--- src/hw/rv_pkg.sv ---
package rv_pkg;

    // ########################################
    // widths
    // ########################################
    localparam int xlen       = 32;
    localparam int hart_num   = 2;
    localparam int reg_addr_w = 5;

    typedef logic [xlen-1:0]              word_t;
    typedef logic [$clog2(hart_num)-1:0]  hart_t;
    typedef logic [reg_addr_w-1:0]        reg_addr_t;

    // ########################################
    // encodings
    // ########################################
    typedef enum logic [6:0] {
        opc_op     = 7'b0110011,
        opc_op_imm = 7'b0010011,
        opc_lui    = 7'b0110111,
        opc_load   = 7'b0000011,
        opc_store  = 7'b0100011,
        opc_branch = 7'b1100011
    } opcode_e;

    // pass_b forwards operand b unchanged, which is how lui writes its immediate.
    typedef enum logic [3:0] {
        alu_add, alu_sub, alu_and, alu_or, alu_xor,
        alu_slt, alu_sltu, alu_sll, alu_srl, alu_sra,
        alu_pass_b
    } alu_op_e;

    typedef struct packed {
        logic      valid;
        alu_op_e   alu_op;
        reg_addr_t rs1;
        reg_addr_t rs2;
        reg_addr_t rd;
        word_t     imm;
        logic      use_imm;
        logic      wb_en;
        logic      is_load;
        logic      is_store;
        logic      is_branch;
        logic      br_ne;
    } uop_t;

    // each hart starts in its own code region.
    localparam word_t hart_reset_pc [hart_num] = '{32'h0000_0000, 32'h0000_0400};

endpackage

--- src/hw/mem_access_if.sv ---
`timescale 1ns/1ps

interface mem_access_if;

    logic          fetch_req;
    rv_pkg::word_t fetch_addr;
    rv_pkg::word_t inst;
    logic          inst_valid;

    logic          data_req;
    logic          data_we;
    rv_pkg::word_t data_addr;
    rv_pkg::word_t data_wdata;
    rv_pkg::word_t load_data;
    logic          mem_stall;

    modport pipe (
        output fetch_req, fetch_addr, data_req, data_we, data_addr, data_wdata,
        input  inst, inst_valid, load_data, mem_stall
    );

    modport port (
        input  fetch_req, fetch_addr, data_req, data_we, data_addr, data_wdata,
        output inst, inst_valid, load_data, mem_stall
    );

endinterface

--- src/hw/mem_port.sv ---
`timescale 1ns/1ps

module mem_port (
    mem_access_if.port    mem,
    output logic          mem_req,
    output logic          mem_we,
    output rv_pkg::word_t mem_addr,
    output rv_pkg::word_t mem_wdata,
    input  rv_pkg::word_t mem_rdata,
    input  logic          mem_ready
);
    // ########################################
    // bus side
    // ########################################
    assign mem_req   = mem.data_req || mem.fetch_req;
    assign mem_we    = mem.data_req && mem.data_we;
    assign mem_addr  = mem.data_req ? mem.data_addr : mem.fetch_addr;
    assign mem_wdata = mem_we ? mem.data_wdata : '0;

    // ########################################
    // pipeline side
    // ########################################
    // rdata is valid in the ready cycle, so both returns are plain taps.
    assign mem.inst       = mem_rdata;
    assign mem.inst_valid = mem.fetch_req && !mem.data_req && mem_ready;
    assign mem.load_data  = mem_rdata;

    // a fetch without ready just gives up its turn; only data accesses stall.
    assign mem.mem_stall  = mem.data_req && !mem_ready;

endmodule

--- src/flat_wrapper.sv ---
// flat-port wrapper written by rule: the top's interface ports become plain ports
module mem_port_flat 
  (mem_req, mem_we, mem_addr, mem_wdata, mem_rdata, mem_ready, mem_fetch_req, mem_fetch_addr, mem_data_req, mem_data_we, mem_data_addr, mem_data_wdata, mem_inst, mem_inst_valid, mem_load_data, mem_mem_stall);
  mem_access_if mem_i ();
  output logic mem_req;
  output logic mem_we;
  output rv_pkg::word_t mem_addr;
  output rv_pkg::word_t mem_wdata;
  input  rv_pkg::word_t mem_rdata;
  input  logic mem_ready;
  input wire logic [$bits(mem_i.fetch_req)-1:0] mem_fetch_req;
  input wire logic [$bits(mem_i.fetch_addr)-1:0] mem_fetch_addr;
  input wire logic [$bits(mem_i.data_req)-1:0] mem_data_req;
  input wire logic [$bits(mem_i.data_we)-1:0] mem_data_we;
  input wire logic [$bits(mem_i.data_addr)-1:0] mem_data_addr;
  input wire logic [$bits(mem_i.data_wdata)-1:0] mem_data_wdata;
  output wire logic [$bits(mem_i.inst)-1:0] mem_inst;
  output wire logic [$bits(mem_i.inst_valid)-1:0] mem_inst_valid;
  output wire logic [$bits(mem_i.load_data)-1:0] mem_load_data;
  output wire logic [$bits(mem_i.mem_stall)-1:0] mem_mem_stall;
  assign mem_i.fetch_req = mem_fetch_req;
  assign mem_i.fetch_addr = mem_fetch_addr;
  assign mem_i.data_req = mem_data_req;
  assign mem_i.data_we = mem_data_we;
  assign mem_i.data_addr = mem_data_addr;
  assign mem_i.data_wdata = mem_data_wdata;
  assign mem_inst = mem_i.inst;
  assign mem_inst_valid = mem_i.inst_valid;
  assign mem_load_data = mem_i.load_data;
  assign mem_mem_stall = mem_i.mem_stall;
  mem_port u_core (.mem(mem_i), .mem_req(mem_req), .mem_we(mem_we), .mem_addr(mem_addr), .mem_wdata(mem_wdata), .mem_rdata(mem_rdata), .mem_ready(mem_ready));
endmodule
--- config.mk ---
export PLATFORM = sky130hd
export DESIGN_NAME = mem_port_flat
export DESIGN_NICKNAME = d
export VERILOG_FILES = /design/src/hw/rv_pkg.sv /design/src/hw/mem_access_if.sv /design/src/hw/mem_port.sv /design/src/flat_wrapper.sv
export SDC_FILE = /design/constraint.sdc
export NUM_CORES = 1
export LEC_CHECK = 0
export CAP_MARGIN = 10
export CORE_AREA = 5 5 99 101
export DETAILED_ROUTE_END_ITERATION = 10
export DIE_AREA = 0 0 104 106
export DONT_BUFFER_PORTS = 1
export PLACE_DENSITY = 0.31
export SLEW_MARGIN = 40
export SYNTH_ARGS = -nofsm -noshare
export SYNTH_HDL_FRONTEND = slang
export SYNTH_SLANG_ARGS = --single-unit
--- constraint.sdc ---
create_clock -name vclk -period 1
set_input_delay 0.15 -clock vclk [all_inputs]
set_output_delay 0.15 -clock vclk [all_outputs]
set_load 0.005 [all_outputs]
Word level (Yosys, flattened, before mapping)
Cells that the tools add are included.
Widths: inputs -> output; s select.
{"block": "word_totals", "out_inout_bits": 132, "in_bits": 132, "ff_bits": 0}
{"block": "classes", "n_reduce_logical": 7, "n_mux": 2}
{"op": "$mux 32", "count": 2}
{"op": "$logic_and 1x1->1", "count": 4}
{"op": "$logic_not 1->1", "count": 2}
{"op": "$logic_or 1x1->1", "count": 1}

Depth between registers and ports, before layout
{"block": "depth", "ltp_word": 3, "ltp_mapped": 3}

Worst setup path after synthesis
No wires, ideal clock.
{"block": "synth_timing", "path_type": "input -> output", "from": "input port mem_data_req", "to": "output port mem_addr[25]", "path_slack_ns": 0.205, "arrival_time_ns": 0.645, "path_buffers": 1, "path_stages": 2, "cell_sequence": "buf_2 > mux2_2"}
{"block": "synth_between", "elab_chain_len": 1}
{"item": "start, declared", "line_no": "flat_wrapper.sv:13", "text": "input wire logic [$bits(mem_i.data_req)-1:0] mem_data_req;"}
{"item": "$mux 32", "line_no": "mem_port.sv:17", "text": "assign mem_addr = mem.data_req ? mem.data_addr : mem.fetch_addr;"}
{"item": "end, declared", "line_no": "flat_wrapper.sv:7", "text": "output rv_pkg::word_t mem_addr;"}
No other way between the ends.

Worst setup path after layout
{"block": "layout_timing", "from": "input port mem_data_req", "to": "output port mem_addr[0]"}
Same word-level chain as after synthesis.

==> results.json <==
{
  "start_util_pct": 12.61,
  "maxCapViolCount": 0,
  "ys.warnings.count": 0,
  "first_pass_iters": 2,
  "critPathLaunchType": "primary input",
  "yosysSeqAreaShare_pct": 0,
  "worstPathArrival_ps": 490,
  "p_leak_nw": 0.3187,
  "pre_cts_ws_ps": 357.5,
  "finalWirelength_microns": 3492,
  "cp.depth": 1,
  "rows": 35,
  "max-slew-margin-rel_pct": 90.30,
  "tightestPinTransition_ps": 145.2,
  "yosys-top-cells-area": "buf_4 46%, mux2_2 32%, and3_1 18%, clkbuf_1 1.3%, and3b_1 0.78%",
  "fin_nets": 202,
  "tns_ps": 0,
  "grt_pass1_vias": 709,
  "setup_ws_ps": 359.2,
  "critPathRequiredTime_ps": 850,
  "synth_nets": 274,
  "grt_pass1_wl_microns": 4526,
  "hold_buffers": 0,
  "synth_top_cell_area_share_pct": 46.00,
  "synth_area_leader_cell": "buf_4",
  "grt_overflow": 0,
  "clock_buffer_count": 0,
  "die_w_microns": 104,
  "power_mw": 0.2068,
  "port_buffers": 0,
  "grt_max_degree": 69,
  "setup_viol": 0,
  "worst_setup_path_end_kind": "primary output",
  "syn_area_sq_um": 1126,
  "drive_above_1_share_pct": 48.53,
  "num_io_pins": 264,
  "syn_area_per_cell_sq_um": 7.930,
  "startpoint": "mem_data_req",
  "slowest_stage": "mux2_2",
  "seqCellArea_sq_um": 0,
  "drv_slew": 0,
  "antenna_found_initial": 0,
  "gp_congestion": 0.6386,
  "final_cells": 179,
  "critPathKind": "in -> out",
  "critPathMaxStageDelay_ps": 330,
  "netlist_top_cells_count": "69 x buf_4, 32 x and3_1, 32 x mux2_2, 4 x clkbuf_1",
  "dieArea_sq_um": 11020,
  "cp_top_family": "multiplexers",
  "cts-resized-gates": 0,
  "n_antenna_cell": 0,
  "max-vdd-ir-drop_mv": 0.06001,
  "rsz0062_at_grt": "false",
  "synthMostInstantiatedCell": "buf_4",
  "design.seq.count": 0,
  "outcome": "finished, final reports clean",
  "drtAntennaViolNets": 0,
  "cp-endpoint": "mem_addr[0]",
  "dr.first_iter.drc_count": 12,
  "postCtsSetupRepairBufs": 0,
  "syn_to_final_growth_pct": -35.44,
  "routedWlPerCell_microns": 19.51,
  "dp.cells": 179,
  "grt_util_all_layers_pct": 5.090,
  "yosysUniqueCellTypes": 9,
  "worst-path-max-fanout": 68,
  "fillers": 1037,
  "die_h_microns": 106,
  "timing.final.crit_share_pct": 64.08,
  "hold_violations": 0,
  "syn_inst": 142,
  "hp-class": "in -> out",
  "drc": 0,
  "max_freq_mhz": 1561,
  "power_per_cell_area_nw_per_um2": 284.5,
  "path_cells": "mux2_2",
  "vias_per_cell": 3.888,
  "num_vias": 696,
  "path_buf_inv": 0,
  "fin_util_pct": 8.137,
  "fp.coreArea_sq_um": 8934,
  "min_period_ps": 640.8
}
layout by cell type (no fill, tap or decap), drive strengths merged:
cell type,instances
and2,1
and3,32
and3b,1
mux2,32
nor2b,1
or2,1
cell type report:
type	count	area (sq um)	area share, %
multi-input combinational	68	588.1	80.90
tap	111	138.9	19.10
report_power, final:
part           internal (mW)  total (mW)  leakage, nW  switching, mW
clock network              0           0            0              0
registers                  0           0            0              0
logic                  0.126       0.207        0.319         0.0807
total                  0.126       0.207        0.319         0.0807
cell families after synthesis:
group                  Yosys count  synth area share, %
buffers and inverters           74                47.78
AND/OR/NAND/NOR                 36                20.22
multiplexers                    32                32.00
metrics by stage:
| stage | instance area [sq um] | hold WS [ps] |
|---|---|---|
| global route | 726.9 | 300.0 |
| finish | 726.9 | 300.0 |
| CTS | 726.9 | 300.1 |
| detailed placement | 726.9 | 300.1 |
| global placement | 726.9 | 300.1 |
| floorplan | 1126 | 330.2 |
layer usage:
layer | vias to the layer above | part of all wire (%) | GRT usage, %
li1 | 270 | - | -
met1 | 288 | 28 | 4.665
met2 | 118 | 54 | 9.927
met3 | 20 | 15 | 1.761
met4 | 0 | 4.4 | 2.405
met5 | - | 0 | 0
how the worst min path moves through the flow:
stage                     depth (start not counted)          start          endpoint  slack [ps]
after global routing                              0   mem_rdata[6]  mem_load_data[6]         300
after floorplan                                   1      mem_ready     mem_mem_stall         330
after detailed placement                          0  mem_rdata[23]      mem_inst[23]         300
after CTS                                         0  mem_rdata[23]      mem_inst[23]         300
after global placement                            0  mem_rdata[23]      mem_inst[23]         300
final                                             0  mem_rdata[21]      mem_inst[21]         300
(Power assumes the default switching activity.)
