## src/hw/rv_pkg.sv

```systemverilog
package rv_pkg;

    // ########################################
    // widths
    // ########################################
    localparam int xlen       = 32;
    localparam int hart_num   = 2;
    localparam int reg_addr_w = 5;

    typedef logic [xlen-1:0]              word_t;
    typedef logic [$clog2(hart_num)-1:0]  hart_t;
    typedef logic [reg_addr_w-1:0]        reg_addr_t;

    // ########################################
    // encodings
    // ########################################
    typedef enum logic [6:0] {
        opc_op     = 7'b0110011,
        opc_op_imm = 7'b0010011,
        opc_lui    = 7'b0110111,
        opc_load   = 7'b0000011,
        opc_store  = 7'b0100011,
        opc_branch = 7'b1100011
    } opcode_e;

    // pass_b forwards operand b unchanged, which is how lui writes its immediate.
    typedef enum logic [3:0] {
        alu_add, alu_sub, alu_and, alu_or, alu_xor,
        alu_slt, alu_sltu, alu_sll, alu_srl, alu_sra,
        alu_pass_b
    } alu_op_e;

    typedef struct packed {
        logic      valid;
        alu_op_e   alu_op;
        reg_addr_t rs1;
        reg_addr_t rs2;
        reg_addr_t rd;
        word_t     imm;
        logic      use_imm;
        logic      wb_en;
        logic      is_load;
        logic      is_store;
        logic      is_branch;
        logic      br_ne;
    } uop_t;

    // each hart starts in its own code region.
    localparam word_t hart_reset_pc [hart_num] = '{32'h0000_0000, 32'h0000_0400};

endpackage

```

## src/hw/regfile_bank.sv

```systemverilog
`timescale 1ns/1ps

module regfile_bank (
    input  logic              clk,
    input  logic              rst_n,
    input  rv_pkg::hart_t     r_hart,
    input  rv_pkg::reg_addr_t raddr1,
    input  rv_pkg::reg_addr_t raddr2,
    output rv_pkg::word_t     rdata1,
    output rv_pkg::word_t     rdata2,
    input  logic              w_en,
    input  rv_pkg::hart_t     w_hart,
    input  rv_pkg::reg_addr_t waddr,
    input  rv_pkg::word_t     wdata
);
    rv_pkg::word_t regs [rv_pkg::hart_num][2**rv_pkg::reg_addr_w];

    always_ff @(posedge clk) begin
        if (!rst_n) begin
            for (int h = 0; h < rv_pkg::hart_num; h++) begin
                for (int r = 0; r < 2**rv_pkg::reg_addr_w; r++) begin
                    regs[h][r] <= '0;
                end
            end
        end else if (w_en && waddr != '0) begin
            regs[w_hart][waddr] <= wdata;
        end
    end

    // write-through so decode sees the value retiring this cycle.
    assign rdata1 = (w_en && w_hart == r_hart && waddr == raddr1 && raddr1 != '0) ?
                    wdata : regs[r_hart][raddr1];
    assign rdata2 = (w_en && w_hart == r_hart && waddr == raddr2 && raddr2 != '0) ?
                    wdata : regs[r_hart][raddr2];

endmodule

```

## config.mk

```make
export PLATFORM = sky130hd
export DESIGN_NAME = regfile_bank
export DESIGN_NICKNAME = d
export VERILOG_FILES = /design/src/hw/rv_pkg.sv /design/src/hw/regfile_bank.sv
export SDC_FILE = /design/constraint.sdc
export NUM_CORES = 2
export LEC_CHECK = 0
export ABC_AREA = 1
export BUFFER_PORTS_ARGS = -buffer_cell sky130_fd_sc_hd__buf_2
export CORE_MARGIN = 5
export CORE_UTILIZATION = 35
export CTS_BUF_LIST = sky130_fd_sc_hd__clkbuf_2 sky130_fd_sc_hd__clkbuf_4 sky130_fd_sc_hd__clkbuf_8
export CTS_CLUSTER_SIZE = 12
export DETAILED_ROUTE_END_ITERATION = 6
export MAX_ROUTING_LAYER = met4
export PLACE_DENSITY = 0.6
export SYNTH_ARGS = -nofsm -noshare
export SYNTH_HDL_FRONTEND = slang
export SYNTH_SLANG_ARGS = --single-unit
```

## constraint.sdc

```tcl
create_clock -name clk -period 10.03 [get_ports clk]
set_input_delay 1.5045 -clock clk [delete_from_list [all_inputs] [get_ports clk]]
set_output_delay 1.5045 -clock clk [all_outputs]
set_load 0.02 [all_outputs]
```

== Word level (Yosys, flattened, before mapping) ==
Memories as Yosys holds them, arrays and structs flattened.
Index checks and enable logic that the tools add are counted.
Storage, ports and cells
  bits in registers: 0
  bits in writable memories: 2048
  ROM bits: 0
  output and inout port bits: 64
  memories kept: 1
  latch bits: 0
  word-level logic and storage cells: 39
Cells by class
  add/subtract/negate cells: 0
  order comparisons: 4
  bitwise gates (word level): 3
  shift operators: 0
  equal/unequal tests: 3
  reduce and logical (&&, ||, !) cells: 11
  multiply operators: 0
  muxes and demuxes: 17
  div/mod/pow operators: 0
Memories
  regs: words 2, bits a word 1024, rd ports 1, clocked after memory_dff 0, wr ports 2, line regfile_bank.sv:16  | rv_pkg::word_t regs [rv_pkg::hart_num][2**rv_pkg::reg_addr_w];
Operators by type and width (number)
  1024-bit 2-to-1 mux: 3
  1024-bit OR reduction: 1
  32-bit binary-select mux with 5-bit select: 2
  32-bit 2-to-1 mux: 7
  32-bit demux with 5-bit select: 1
  6-bit >= comparator (second input constant): 3
  5-bit inverter with 6-bit output: 3
  5-bit nonzero test: 3
  5-bit == test: 2
  1-bit logical AND: 7
  6-bit by 1-bit less-than comparator with 1-bit output (second input constant): 1
  1-bit 2-to-1 mux: 4
  1-bit == test: 1

== Depth between registers and ports, before layout ==
  word-level depth: 8
  depth in mapped cells: 15

== Worst setup path before layout ==
OpenSTA, ideal clock, no wires.
  path type: input port to flip-flop
  start point: in rst_n
  end point: mem regs[1][0] (netlist bit), enable pin
  setup time: 0.421 ns
  stages on the path: 5
  path slack: 5.522 ns
  data required time: 9.609 ns
  arrival time: 4.087 ns
  buffers on the path: 2
  cell sequence: buf_2 -> inv_1 -> a31oi_1 -> clkbuf_1 -> nor2_1
RTL lines
  from (decl): line regfile_bank.sv:5  | input logic rst_n,
  to (decl): line regfile_bank.sv:16

== Worst setup path in the final report ==
  start point: in raddr1[0]
  end point: out rdata1[30]
Between the ends
  longest elaborated chain between the ends: 5
Ends and longest elaborated chain
  from (decl): line regfile_bank.sv:7  | input rv_pkg::reg_addr_t raddr1,
  5-bit inverter with 6-bit output (implied by the code): line regfile_bank.sv:32  | wdata : regs[r_hart][raddr1];
  32-bit binary-select mux with 5-bit select: line regfile_bank.sv:32
  32-bit 2-to-1 mux (implied by the code) (2 in a row): line regfile_bank.sv:32
  32-bit 2-to-1 mux *: line regfile_bank.sv:31  | assign rdata1 = (w_en && w_hart == r_hart && waddr == raddr1 && raddr1 != '0) ?
  to (decl): line regfile_bank.sv:9  | output rv_pkg::word_t rdata1,
Mark *: on every way between the ends. The rest lies on a longest branch, timed or not. The select of a mux whose other input is x is not followed.

==> load_flow_metrics.sql <==
INSERT INTO impl_metrics (metric_group, metric, value, unit) VALUES
('outcome', 'outcome', 'finished, violations left', ''),
('outcome', 'failed_checks', 'design-rule violations', ''),
('layout', 'mostFrequentLayoutCells', 'sky130_fd_sc_hd__nand2_1 (3031), sky130_fd_sc_hd__nand3_1 (2818), sky130_fd_sc_hd__edfxtp_1 (2048), sky130_fd_sc_hd__nor2_1 (1127), sky130_fd_sc_hd__clkbuf_8 (361)', ''),
('setup_path', 'end_kind', 'output pin', ''),
('yosys', 'seq_area_frac_synth', '61.74', '%'),
('clocking', 'cts.root.buffer_cell', 'sky130_fd_sc_hd__clkbuf_8', ''),
('setup_path', 'timing.critical_path.arrival', '5920', 'ps'),
('layout', 'finish.net_count', '10880', ''),
('floorplan', 'initial_utilization', '35.23', '%'),
('yosys', 'syn-mean-instance-area', '9.139', 'um^2'),
('layout', 'largest_registers_ranked_by_flip_flop_count', 'regs x2048', ''),
('yosys', 'netlist-cell-type-count', '27', ''),
('yosys', 'postSynthCellCount', '10900', ''),
('detailed_routing', 'route.detailed.wl_per_inst', '29.12', 'um'),
('floorplan', 'die_h', '543.5', 'um'),
('global_routing', 'first_global_vias', '80620', ''),
('yosys', 'ys.warnings.count', '0', ''),
('sta', 'slew_violations', '0', ''),
('setup_path', 'cp_top_family', 'buffers and inverters', ''),
('layout', 'final_common_cell', 'sky130_fd_sc_hd__nand2_1', ''),
('yosys', 'netlist_area', '99610', 'um^2'),
('yosys', 'synth_enable_flop_cells', '2048', ''),
('clocking', 'clk_pin_slew', '60', 'ps'),
('setup_path', 'worst-setup-path-type', 'in2out', ''),
('floorplan', 'io_pins', '116', ''),
('place', 'numPortBuffers', '115', ''),
('place', 'hpwl', '230.6', 'mm'),
('detailed_routing', 'detailroute.via_count', '87990', ''),
('floorplan', 'core_region_area', '282800', 'um^2'),
('detailed_routing', 'drt_iter0_markers', '14450', ''),
('clocking', 'cts-buffers-inserted', '352', ''),
('global_routing', 'grt_antenna_before_repair', '27', ''),
('clocking', 'cts-root-to-sink-buffers', '4', ''),
('clocking', 'cts_max_level', '5', ''),
('floorplan', 'die_area', '295400', 'um^2'),
('setup_path', 'critical_path_required', '8530', 'ps'),
('yosys', 'synth_seq_cells', '2048', ''),
('power_and_ir_drop', 'p_per_area', '185.8', 'nW/um^2'),
('layout', 'fillers', '27730', ''),
('setup_path', 'cp_cell_sequence', 'buf_8 > nand2_4 > inv_8 > buf_4 > a21oi_1 > o211ai_1 > nand3_1 > nand2_1 > nand3_1 > nand2_1 > buf_2', ''),
('sta', 'setup_repair_after_global_routing_missed_its_margin', 'false', ''),
('global_routing', 'globalRouteOverflowTotal', '0', ''),
('power_and_ir_drop', 'report.power.total', '20.58', 'mW'),
('detailed_routing', 'ant_nets', '0', ''),
('yosys', 'yosys.area.top_type_share', '61.74', '%'),
('clocking', 'post-cts-setup-buffer-count', '0', ''),
('setup_path', 'start_kind', 'input port', ''),
('sta', 'report.final.hold_viol_count', '0', ''),
('sta', 'fmax', '134.8', 'MHz'),
('detailed_routing', 'route.final.wire_length', '432.2', 'mm'),
('setup_path', 'critical_path.slowest_cell', 'sky130_fd_sc_hd__buf_4', ''),
('setup_path', 'critPathBufInv', '4', ''),
('clocking', 'clock_tree_from_tritoncts', 'built', ''),
('layout', 'largest_register_ffs', '2048', ''),
('sta', 'minimum_hold_slack', '1080', 'ps'),
('layout', 'drive_gt1_share', '9.416', '%'),
('clocking', 'post_cts_sizing', '0', ''),
('setup_path', 'critical_path.max_fanout', '64', ''),
('global_routing', 'maximum_number_of_pins_on_one_net_before_global_route_repair', '185', ''),
('detailed_routing', 'avgViaCountPerCell', '5.929', ''),
('yosys', 'postSynth.asyncResetShare', '0', '%'),
('power_and_ir_drop', 'p_leak', '43.20', 'nW'),
('layout', 'top_register', 'regs', ''),
('detailed_routing', 'route.detailed.drc', '6', ''),
('yosys', 'primary_ff_master_synth', 'sky130_fd_sc_hd__edfxtp_1', ''),
('detailed_routing', 'detail_route.first_pass.iterations', '7', ''),
('sta', 'setup_viol', '0', ''),
('layout', 'area_growth_syn_to_layout', '11.23', '%'),
('global_routing', 'grt_use_total', '29.06', '%'),
('clocking', 'cts_hold_repair.buffers', '0', ''),
('clocking', 'clock_sinks', '2048', '');
-- kinds of logic (layout without fill, tap and decap cells) --
family / count (synthesis) / count (layout) / share of synthesized area [%]
AND/OR/NAND/NOR: 7202 / 7202 / 30.98
flip-flops: 2048 / 2048 / 61.74
buffers and inverters: 1152 / 1255 / 4.614
AO/OA/AOI/OAI: 497 / 497 / 2.660
other: 1 / 96 / 0.003765
-- Yosys cell counts (all sizes together), types with 2 or more instances --
| library cell | n |
|---|---|
| a211oi | 2 |
| edfxtp | 2048 |
| a21oi | 249 |
| clkbuf | 536 |
| inv | 294 |
| nor3 | 53 |
| nand2 | 3067 |
| nand3 | 2841 |
| buf | 321 |
| o21ai | 187 |
| o22ai | 2 |
| nand4 | 41 |
| o211ai | 54 |
| a221oi | 2 |
| nor2 | 1199 |
-- metrics by stage --
step / area [um^2] / cells / utilization [%] / worst slack, ps
4_1_cts: 110700 / 14810 / 39.15 / 2860
3_5_place_dp: 104300 / 14220 / 36.89 / 2863
6_report: 110800 / 14840 / 39.18 / 2610
2_1_floorplan: 99850 / 10960 / - / 5522
5_1_grt: 110800 / 14830 / 39.18 / 2760
3_3_place_gp: 104300 / 14220 / 36.89 / 2811
-- cell type report --
| cell class | instances | area, um^2 | share of cell area [%] |
|---|---|---|---|
| diodes | 32 | 80.08 | 0.07227 |
| clock buffers | 487 | 5908 | 5.332 |
| clock inverters | 107 | 505.5 | 0.4562 |
| inverters | 295 | 1166 | 1.052 |
| multi-input cells | 7763 | 34290 | 30.95 |
| flip-flops and latches | 2048 | 61500 | 55.51 |
| well taps | 3743 | 4683 | 4.227 |
| repair buffers | 366 | 2664 | 2.404 |
-- where the power goes --
group          total [mW]  leakage (nW)  internal, mW  switching [mW]
Combinational        2.95          20.4         0.642            2.30
Sequential           10.3          19.4          10.1           0.164
Clock                7.33          3.41          3.82            3.51
Total                20.6          43.2          14.6            5.98
-- worst paths after layout --
check  startpoint                          to  cells past startpoint
max     raddr1[0]                  rdata1[30]                     11
min     wdata[18]  regs[0][818]$_SDFFCE_PN0P_                      4
-- routing by layer --
| layer | GRT usage (%) | routed length (um) |
|---|---|---|
| met5 | - | 0 |
| met4 | 19.62 | 35670 |
| met3 | 7.973 | 63110 |
| met2 | 41.22 | 181900 |
| met1 | 36.17 | 151500 |
Note: power is estimated with default switching activity, not from simulation.
