## src/hw/rv_pkg.sv

```systemverilog
package rv_pkg;

    // ########################################
    // widths
    // ########################################
    localparam int xlen       = 32;
    localparam int hart_num   = 2;
    localparam int reg_addr_w = 5;

    typedef logic [xlen-1:0]              word_t;
    typedef logic [$clog2(hart_num)-1:0]  hart_t;
    typedef logic [reg_addr_w-1:0]        reg_addr_t;

    // ########################################
    // encodings
    // ########################################
    typedef enum logic [6:0] {
        opc_op     = 7'b0110011,
        opc_op_imm = 7'b0010011,
        opc_lui    = 7'b0110111,
        opc_load   = 7'b0000011,
        opc_store  = 7'b0100011,
        opc_branch = 7'b1100011
    } opcode_e;

    // pass_b forwards operand b unchanged, which is how lui writes its immediate.
    typedef enum logic [3:0] {
        alu_add, alu_sub, alu_and, alu_or, alu_xor,
        alu_slt, alu_sltu, alu_sll, alu_srl, alu_sra,
        alu_pass_b
    } alu_op_e;

    typedef struct packed {
        logic      valid;
        alu_op_e   alu_op;
        reg_addr_t rs1;
        reg_addr_t rs2;
        reg_addr_t rd;
        word_t     imm;
        logic      use_imm;
        logic      wb_en;
        logic      is_load;
        logic      is_store;
        logic      is_branch;
        logic      br_ne;
    } uop_t;

    // each hart starts in its own code region.
    localparam word_t hart_reset_pc [hart_num] = '{32'h0000_0000, 32'h0000_0400};

endpackage

```

## src/hw/inst_decode.sv

```systemverilog
`timescale 1ns/1ps

module inst_decode (
    input  rv_pkg::word_t inst,
    output rv_pkg::uop_t  uop
);
    logic [2:0]    funct3;
    logic [6:0]    funct7;
    rv_pkg::word_t imm_i;
    rv_pkg::word_t imm_s;
    rv_pkg::word_t imm_b;

    assign funct3 = inst[14:12];
    assign funct7 = inst[31:25];
    assign imm_i  = {{20{inst[31]}}, inst[31:20]};
    assign imm_s  = {{20{inst[31]}}, inst[31:25], inst[11:7]};
    assign imm_b  = {{20{inst[31]}}, inst[7], inst[30:25], inst[11:8], 1'b0};

    // alt picks sub over add and sra over srl.
    function automatic rv_pkg::alu_op_e alu_sel(input logic [2:0] f3, input logic alt);
        case (f3)
            3'b000:  return alt ? rv_pkg::alu_sub : rv_pkg::alu_add;
            3'b001:  return rv_pkg::alu_sll;
            3'b010:  return rv_pkg::alu_slt;
            3'b011:  return rv_pkg::alu_sltu;
            3'b100:  return rv_pkg::alu_xor;
            3'b101:  return alt ? rv_pkg::alu_sra : rv_pkg::alu_srl;
            3'b110:  return rv_pkg::alu_or;
            default: return rv_pkg::alu_and;
        endcase
    endfunction

    always_comb begin
        uop     = '0;
        uop.rs1 = inst[19:15];
        uop.rs2 = inst[24:20];
        uop.rd  = inst[11:7];
        case (rv_pkg::opcode_e'(inst[6:0]))
            rv_pkg::opc_op: begin
                uop.valid  = (funct7 == 7'b0) ||
                             (funct7 == 7'b0100000 && (funct3 == 3'b000 || funct3 == 3'b101));
                uop.alu_op = alu_sel(funct3, inst[30]);
                uop.wb_en  = 1'b1;
            end
            rv_pkg::opc_op_imm: begin
                // only the shift forms constrain funct7.
                uop.valid   = (funct3 != 3'b001 && funct3 != 3'b101) || (funct7 == 7'b0) ||
                              (funct3 == 3'b101 && funct7 == 7'b0100000);
                uop.alu_op  = alu_sel(funct3, funct3 == 3'b101 && inst[30]);
                uop.use_imm = 1'b1;
                uop.imm     = imm_i;
                uop.wb_en   = 1'b1;
            end
            rv_pkg::opc_lui: begin
                uop.valid   = 1'b1;
                uop.alu_op  = rv_pkg::alu_pass_b;
                uop.use_imm = 1'b1;
                uop.imm     = {inst[31:12], 12'b0};
                uop.wb_en   = 1'b1;
            end
            rv_pkg::opc_load: begin
                uop.valid   = (funct3 == 3'b010);
                uop.use_imm = 1'b1;
                uop.imm     = imm_i;
                uop.wb_en   = 1'b1;
                uop.is_load = 1'b1;
            end
            rv_pkg::opc_store: begin
                uop.valid    = (funct3 == 3'b010);
                uop.use_imm  = 1'b1;
                uop.imm      = imm_s;
                uop.is_store = 1'b1;
            end
            rv_pkg::opc_branch: begin
                uop.valid     = (funct3[2:1] == 2'b00);
                uop.imm       = imm_b;
                uop.is_branch = 1'b1;
                uop.br_ne     = funct3[0];
            end
            default: begin
                uop.valid = 1'b0;
            end
        endcase
    end

endmodule

```

## config.mk

```make
export PLATFORM = sky130hd
export DESIGN_NAME = inst_decode
export DESIGN_NICKNAME = d
export VERILOG_FILES = /design/src/hw/rv_pkg.sv /design/src/hw/inst_decode.sv
export SDC_FILE = /design/constraint.sdc
export NUM_CORES = 1
export LEC_CHECK = 0
export CAP_MARGIN = 0
export CORE_MARGIN = 2
export CORE_UTILIZATION = 55
export DETAILED_ROUTE_END_ITERATION = 8
export DONT_BUFFER_PORTS = 1
export PLACE_DENSITY = 0.7
export REMOVE_ABC_BUFFERS = 1
export SLEW_MARGIN = 40
export SYNTH_ARGS = -nofsm -noshare
export SYNTH_HDL_FRONTEND = slang
export SYNTH_SLANG_ARGS = --single-unit
export TNS_END_PERCENT = 30
```

## constraint.sdc

```tcl
create_clock -name vclk -period 7.74
set_input_delay 2.322 -clock vclk [all_inputs]
set_output_delay 2.322 -clock vclk [all_outputs]
set_load 0.005 [all_outputs]
```

# Yosys cells after proc, flatten, opt, wreduce, memory -nomap -nowiden
# Cells that the tools add are included.
dict set report classes {
  muxes 14
  eq_ne 15
  n_reduce_logical 15
}
# op count
set op_table {}
lappend op_table {{case mux 32 bit (4 select lines)} 1}
lappend op_table {{case mux 4 bit (7 select lines)} 2}
lappend op_table {{== test 7 x 6 -> 1 bit, second input constant} 4}
lappend op_table {{case mux 4 bit (3 select lines)} 1}
lappend op_table {{== test 3 bit, second input constant} 3}
lappend op_table {{two-way mux 1 bit} 8}
lappend op_table {{OR reduction 4 bit} 2}
lappend op_table {{== test 7 x 2 -> 1 bit, second input constant} 1}
lappend op_table {{== test 7 x 5 -> 1 bit, second input constant} 1}
lappend op_table {{== test 7 bit, second input constant} 1}
lappend op_table {{zero test 7 bit} 1}
lappend op_table {{== test 3 x 2 -> 1 bit, second input constant} 2}
lappend op_table {{case mux 1 bit (5 select lines)} 1}
lappend op_table {{logical AND 1 bit} 4}
lappend op_table {{logical OR 1 bit} 4}
lappend op_table {{OR reduction 2 bit} 2}
lappend op_table {{== test 3 x 1 -> 1 bit, second input constant} 1}
lappend op_table {{zero test 3 bit} 1}
lappend op_table {{inequality test 3 x 1 -> 1 bit, second input constant} 1}
lappend op_table {{inequality test 3 bit, second input constant} 1}
lappend op_table {{zero test 2 bit} 1}
lappend op_table {{two-way mux 2 bit} 1}
dict set report word_totals {
  in_bits 32
  word_cells 44
  output_inout_bits 58
  reg_bits 0
}

# Longest topological paths before layout
# Gate-level depths: netlist (run 1).
dict set report logic_depth {
  word_depth 5
  depth_mapped 7
  ltp_nobuf 4
}

# Worst setup path before layout (run 1)
# No wires, ideal clock.
dict set report synth_timing {
  path_kind {in2out}
  start {in inst[14]}
  end {out uop[57] (netlist bit)}
  path_stages 5
  setup_slack_ns 2.066
  arrival_ns 3.352
  path_buffers 1
  required_time_ns 5.418
  cell_sequence {buf_2 or4b_1 o21ai_0 a41oi_1 o211ai_1}
}
# item line_no
set synth_rtl {}
lappend synth_rtl {{from (decl)} inst_decode.sv:4} ;# input rv_pkg::word_t inst,
lappend synth_rtl {{to (decl)} inst_decode.sv:5} ;# output rv_pkg::uop_t uop

==> run metrics, run 1 <==
outcome=finished clean; fin crit share=0.755; via count=686; Post-CTS Resized=0; Leak=0.000328 uW; Slew Limit Fails=0; Worst Path Arrival=3.52 ns; most common cell in the netlist=buf_4; crit end category=output pin; Hold Buf Count CTS=0; Crit Path Class=in -> out; share of cells above drive strength 1=0.200; Worst Hold Class=in -> out; Seq. cell area=0 sq um; worst slew pin tran=0.726 ns; drt pass-1 iters=4; startpoint types=input port; core area=approximately 1300 sq um; synth top area cells=buf_4 (14%), a21o_2 (11%), a21o_1 (8.6%); first-pass GRT wire length=2690 um; final net count=119; Max Cap Viol=0; largest net degree at the start of global routing=21; CLK BUF=0; RSZ-0062 raised after global routing=no; die height=41.8 um; Starting DRT DRC Count=9; cells after synthesis=roughly 110; die width=41.8 um; Area growth syn-to-layout=-20.9%; most frequent cells after synthesis=buf_4 (15), a21o_2 (10), a21o_1 (9), nor2_1 (9), and2_1 (8); P_int=between 6 and 7 uW; NetSw=between 5 and 6 uW; Top Ports=90; Final setup viols=0; Final Wtd Congestion=0.854; placed cell count=100; YS warnings=0; Seq Cell Count=0; gr usage total=0.179; Layout Cells excl Fill=100; CP peak stage delay=roughly 0.65 ns; Cell variety after synth=34; combinational power share=1.000; Yosys top cell area share=0.144; # DRC=0; fin crit period=slightly below 6 ns; number of global-route vias before repair=590; initial core utilization=0.595; detailed-placement wirelength estimate=approximately 1400 um; fillers=145; Yosys top cell by area=buf_4; max_slew headroom=0.515; maximum VDD drop=0.0110 mV; post-detailed-route count of antenna-violating nets=0; Fin. Hold Viols=0; sequential share of power=0; setup bufs post-CTS=0; sequential share of the synthesized area=0; fmax=171 MHz; sw frac=0.458; pwr/cell area=slightly below 20 nW/um^2; GRT overflow=0; drt total wl=1820 um; crit-path max FO=20; Critical Path RT=5.42 ns; clock power share=0; Post-Syn Area per Cell=7.20 sq um; DIE AREA=between 1500 and 2000 sq um; initial antenna violation count=0; IO Port Bufs=0; Ant. Diodes=0; Syn Std Cell Area=roughly 780 sq um; crit-path cells=nand4bb_1, nor2_2, a21o_2; Avg WL per Cell=18.2 um; Max stage delay cell, worst path=nor2_2; setup TNS=0 ns; row cnt=13; DR vias/cell=6.86
## cells by family (layout without fill, tap and decap cells)
logic type             count (synthesis)  count (layout)  synth area share
XOR/XNOR                               2               2            0.0223
buffers and inverters                 25               1             0.241
multiplexers                           1               1            0.0128
AO/OA/AOI/OAI                         37              37             0.356
AND/OR/NAND/NOR                       44              44             0.368
## per-layer routing
metal | share of wire | GRT usage | up-vias
li1 | - | - | 327
met1 | 0.37 | 0.204 | 310
met2 | 0.54 | 0.366 | 47
met3 | 0.084 | 0.0174 | 2
met4 | 0.0033 | 0.00645 | 0
met5 | 0 | 0 | -
## worst max-delay path: cells and delay by family
family | cells | cell delay, ns
AND/OR/NAND/NOR | 2 | 0.94
AO/OA/AOI/OAI | 1 | 0.25
## area by class of cell
class / instances / area, sq um / share of cell area
multi-input cells: 84 / 598 / 0.964
inverters: 1 / 3.75 / 0.00605
well taps: 15 / 18.8 / 0.0302
## final timing paths
kind	startpoint	end	slack (ns)	cells after the start
max	inst[3]	uop[35]	1.89	3
min	inst[8]	uop[39]	4.64	0
## placed cells by master (no fill, tap or decap), types with 2 or more instances in the layout
| master | n |
|---|---|
| nor2b_1 | 2 |
| a21oi_1 | 4 |
| a21o_1 | 9 |
| xor2_1 | 2 |
| a22o_1 | 4 |
| nand2_1 | 2 |
| o21ai_0 | 4 |
| a211oi_1 | 2 |
| nor4_1 | 2 |
| nand2b_1 | 3 |
| or2_2 | 2 |
| a21o_2 | 10 |
| and2_1 | 8 |
| nand3_1 | 5 |
| nor2_1 | 8 |
| nand3b_1 | 3 |
## power by group through the flow
stage                     sequential (uW)  clock, uW  combinational (uW)
after floorplan                         0          0                11.0
after global placement                  0          0                12.2
after detailed placement                0          0                12.4
after CTS                               0          0                12.4
after global routing                    0          0                13.6
final                                   0          0                12.3
## stage by stage
step | power, uW | setup WS, ns | util | hold WS (ns) | area [sq um]
6_report | 12.3 | 1.89 | 0.471 | 4.64 | 621
5_1_grt | 13.6 | 1.75 | 0.471 | 4.64 | 621
4_1_cts | 12.4 | 1.88 | 0.471 | 4.64 | 621
3_5_place_dp | 12.4 | 1.88 | 0.471 | 4.64 | 621
3_3_place_gp | 12.2 | 1.64 | 0.469 | 4.64 | 618
2_1_floorplan | 11.0 | 1.90 | - | 4.64 | 599
No activity file was read; power rests on OpenSTA's default activity.
==> run 2, diff against run 1 <==
--- a/config.mk
+++ b/config.mk
@@ -5,12 +5,13 @@
 export SDC_FILE = /design/constraint.sdc
 export NUM_CORES = 1
 export LEC_CHECK = 0
+export ABC_AREA = 1
 export CAP_MARGIN = 0
 export CORE_MARGIN = 2
 export CORE_UTILIZATION = 55
 export DETAILED_ROUTE_END_ITERATION = 8
 export DONT_BUFFER_PORTS = 1
-export PLACE_DENSITY = 0.7
+export PLACE_DENSITY = 0.73
 export REMOVE_ABC_BUFFERS = 1
 export SLEW_MARGIN = 40
 export SYNTH_ARGS = -nofsm -noshare
==> constraint.sdc (replaced) <==
create_clock -name vclk -period 4.9
set_input_delay 1.47 -clock vclk [all_inputs]
set_output_delay 1.47 -clock vclk [all_outputs]
set_load 0.005 [all_outputs]
==> run 2 against run 1 <==
Net effect: power up 98%; combinational power up 98%; synthesized cell count up 41%; die area up 0.43%; non-clock buffer count unchanged; critical path type unchanged.
==> run metrics, run 2 <==
initial core utilization=0.598 (was 0.595); Final setup viols=0 (unchanged); Fin. Hold Viols=0 (unchanged); fillers=141 (was 145); Crit. Startpoint=inst[1] (was inst[3]); pwr/cell area=36.3 nW/um^2 (was 19.9 nW/um^2); NetSw=16.9 uW (was 5.65 uW); first-pass GRT wire length=3370 um (was 2690 um); GRT overflow=0 (unchanged); commonest non-fill, non-tap cells in the layout=nand2_1 (37), inv_1 (26), nor2_1 (19) (was a21o_2 (10), a21o_1 (9), and2_1 (8), nor2_1 (8), nand3_1 (5)); Max Cap Viol=0 (unchanged); largest net degree at the start of global routing=19 (was 21); via count=933 (was 686); outcome=finished clean (unchanged); fin crit share=0.796; drt total wl=2110 um (was 1820 um); sequential share of power=0 (about the same); Top Ports=90 (unchanged); share of cells above drive strength 1=0.0741 (was 0.200); Max stage delay cell, worst path=nand2_2 (was nor2_2); Seq. cell area=0 sq um (unchanged); die height=41.9 um (was 41.8 um); multi-input logic area=554 sq um (was 598 sq um); commonest non-fill, non-tap cell in the layout=nand2_1 (was a21o_2); synth top area cells=nand2_1 (18%), buf_4 (14%), inv_1 (12%) (was buf_4 (14%), a21o_2 (11%), a21o_1 (8.6%)); DR vias/cell=6.22 (was 6.86); Area growth syn-to-layout=-14.9% (was -20.9%); Starting DRT DRC Count=23 (was 9); initial antenna violation count=0 (unchanged); max_slew headroom=0.699 (was 0.515); CP Depth=6 (was 3); clock power share=0 (about the same); Yosys top cell by area=nand2_1 (was buf_4); most common cell in the netlist=nand2_1 (was buf_4); fmax=between 200 and 300 MHz; Post-CTS Resized=0 (unchanged); crit path to=uop[22] (was uop[35]); Cell variety after synth=19 (was 34); post-detailed-route count of antenna-violating nets=0 (unchanged); sw frac=0.695 (was 0.458); crit end category=output pin (unchanged); crit-path max FO=18 (was 20); P_int=7.44 uW (was 6.68 uW); Leak=0.000413 uW (was 0.000328 uW); sequential share of the synthesized area=0 (unchanged); Syn Std Cell Area=788 sq um (was 785 sq um); setup bufs post-CTS=0 (unchanged); drt pass-1 iters=4 (unchanged); final net count=169 (was 119); cell depth of the worst hold path=0 (unchanged); YS warnings=0 (unchanged); most frequent cells after synthesis=nand2_1 (37), inv_1 (26), nor2_1 (19), buf_4 (15), nand3_1 (15) (was buf_4 (15), a21o_2 (10), a21o_1 (9), nor2_1 (9), and2_1 (8)); Worst Hold Class=in -> out (unchanged); delay-heaviest family, CP=simple AND/OR/NAND/NOR gates (unchanged); # DRC=0 (unchanged); detailed-placement wirelength estimate=1700 um (was 1440 um); Worst Path Arrival=2.43 ns (was 3.52 ns); fin crit period=3.90 ns; Final Util=0.509 (was 0.471); Buf/Inv on CP=1 (was 0); Critical Path RT=3.43 ns (was 5.42 ns); Final Wtd Congestion=0.765 (was 0.854); cells after synthesis=154 (was 109); row cnt=13 (unchanged); core area=1320 sq um (unchanged); die width=41.9 um (was 41.8 um); Yosys top cell area share=0.176 (was 0.144); worst slew pin tran=0.451 ns (was 0.726 ns); Avg WL per Cell=14.1 um (was 18.2 um); RSZ-0062 raised after global routing=no (unchanged); crit-path cells=nand2_1, nor3_1, nand2_2, inv_1, nand2_1, nand3_1 (was nand4bb_1, nor2_2, a21o_2); Post-Syn Area per Cell=5.12 sq um (was 7.20 sq um); DIE AREA=1750 sq um (was 1740 sq um); cell mode on critical path=nand2_1; Hold Buf Count CTS=0 (unchanged); Crit Path Class=in -> out (unchanged); setup TNS=0 ns (unchanged); CP peak stage delay=0.28 ns (was 0.65 ns); startpoint types=input port (unchanged); number of global-route vias before repair=782 (was 590); Seq Cell Count=0 (unchanged); Ant. Diodes=0 (unchanged); combinational power share=1.000 (about the same); gr usage total=0.226 (was 0.179); CLK BUF=0 (unchanged); Slew Limit Fails=0 (unchanged); maximum VDD drop=0.0180 mV (was 0.0110 mV); IO Port Bufs=0 (unchanged)
==> run 2: worst min-delay path by stage <==
stage | from | end | slack (ns)
2_1_floorplan | inst[7] | uop[38] | 2.94
3_3_place_gp | inst[17] | uop[50] | 2.94
3_5_place_dp | inst[17] | uop[50] | 2.94
4_1_cts | inst[17] | uop[50] | 2.94
5_1_grt | inst[10] | uop[41] | 2.94
6_report | inst[10] | uop[41] | 2.94
==> run 2: layout make-up <==
type / instances / area share
inverters: 26 / 0.146
well taps: 15 / 0.0280
multi-input cells: 109 / 0.826
==> run 2: stage by stage <==
stage               setup WS [ns]  area, sq um  hold WS [ns]  std cells  total power (uW)
floorplan                    1.18          652          2.94        135              20.5
global placement             1.06          671          2.94        150              23.6
detailed placement           1.02          671          2.94        150              24.1
CTS                          1.01          671          2.94        150              24.3
global route                0.886          671          2.94        150              28.4
finish                      0.997          671          2.94        150              24.4
==> run 2: logic make-up after synthesis <==
logic type / count (synthesis) / synth area share
buffers and inverters: 45 / 0.297
and+or+nand+nor: 82 / 0.468
AOI/OAI and AO/OA: 27 / 0.235
==> run 2: metal layers <==
metal / up-vias / GRT usage / routed length, um
met3: 4 / 0.0435 / 177
met2: 54 / 0.394 / 1020
li1: 446 / - / -
met5: - / 0 / 0
met4: 0 / 0.0258 / 17
met1: 429 / 0.293 / 902
==> run 2: power groups by stage <==
stage | sequential (uW) | combinational (uW) | clock, uW
floorplan | 0 | 20.5 | 0
global placement | 0 | 23.6 | 0
detailed placement | 0 | 24.1 | 0
CTS | 0 | 24.3 | 0
global route | 0 | 28.4 | 0
finish | 0 | 24.4 | 0
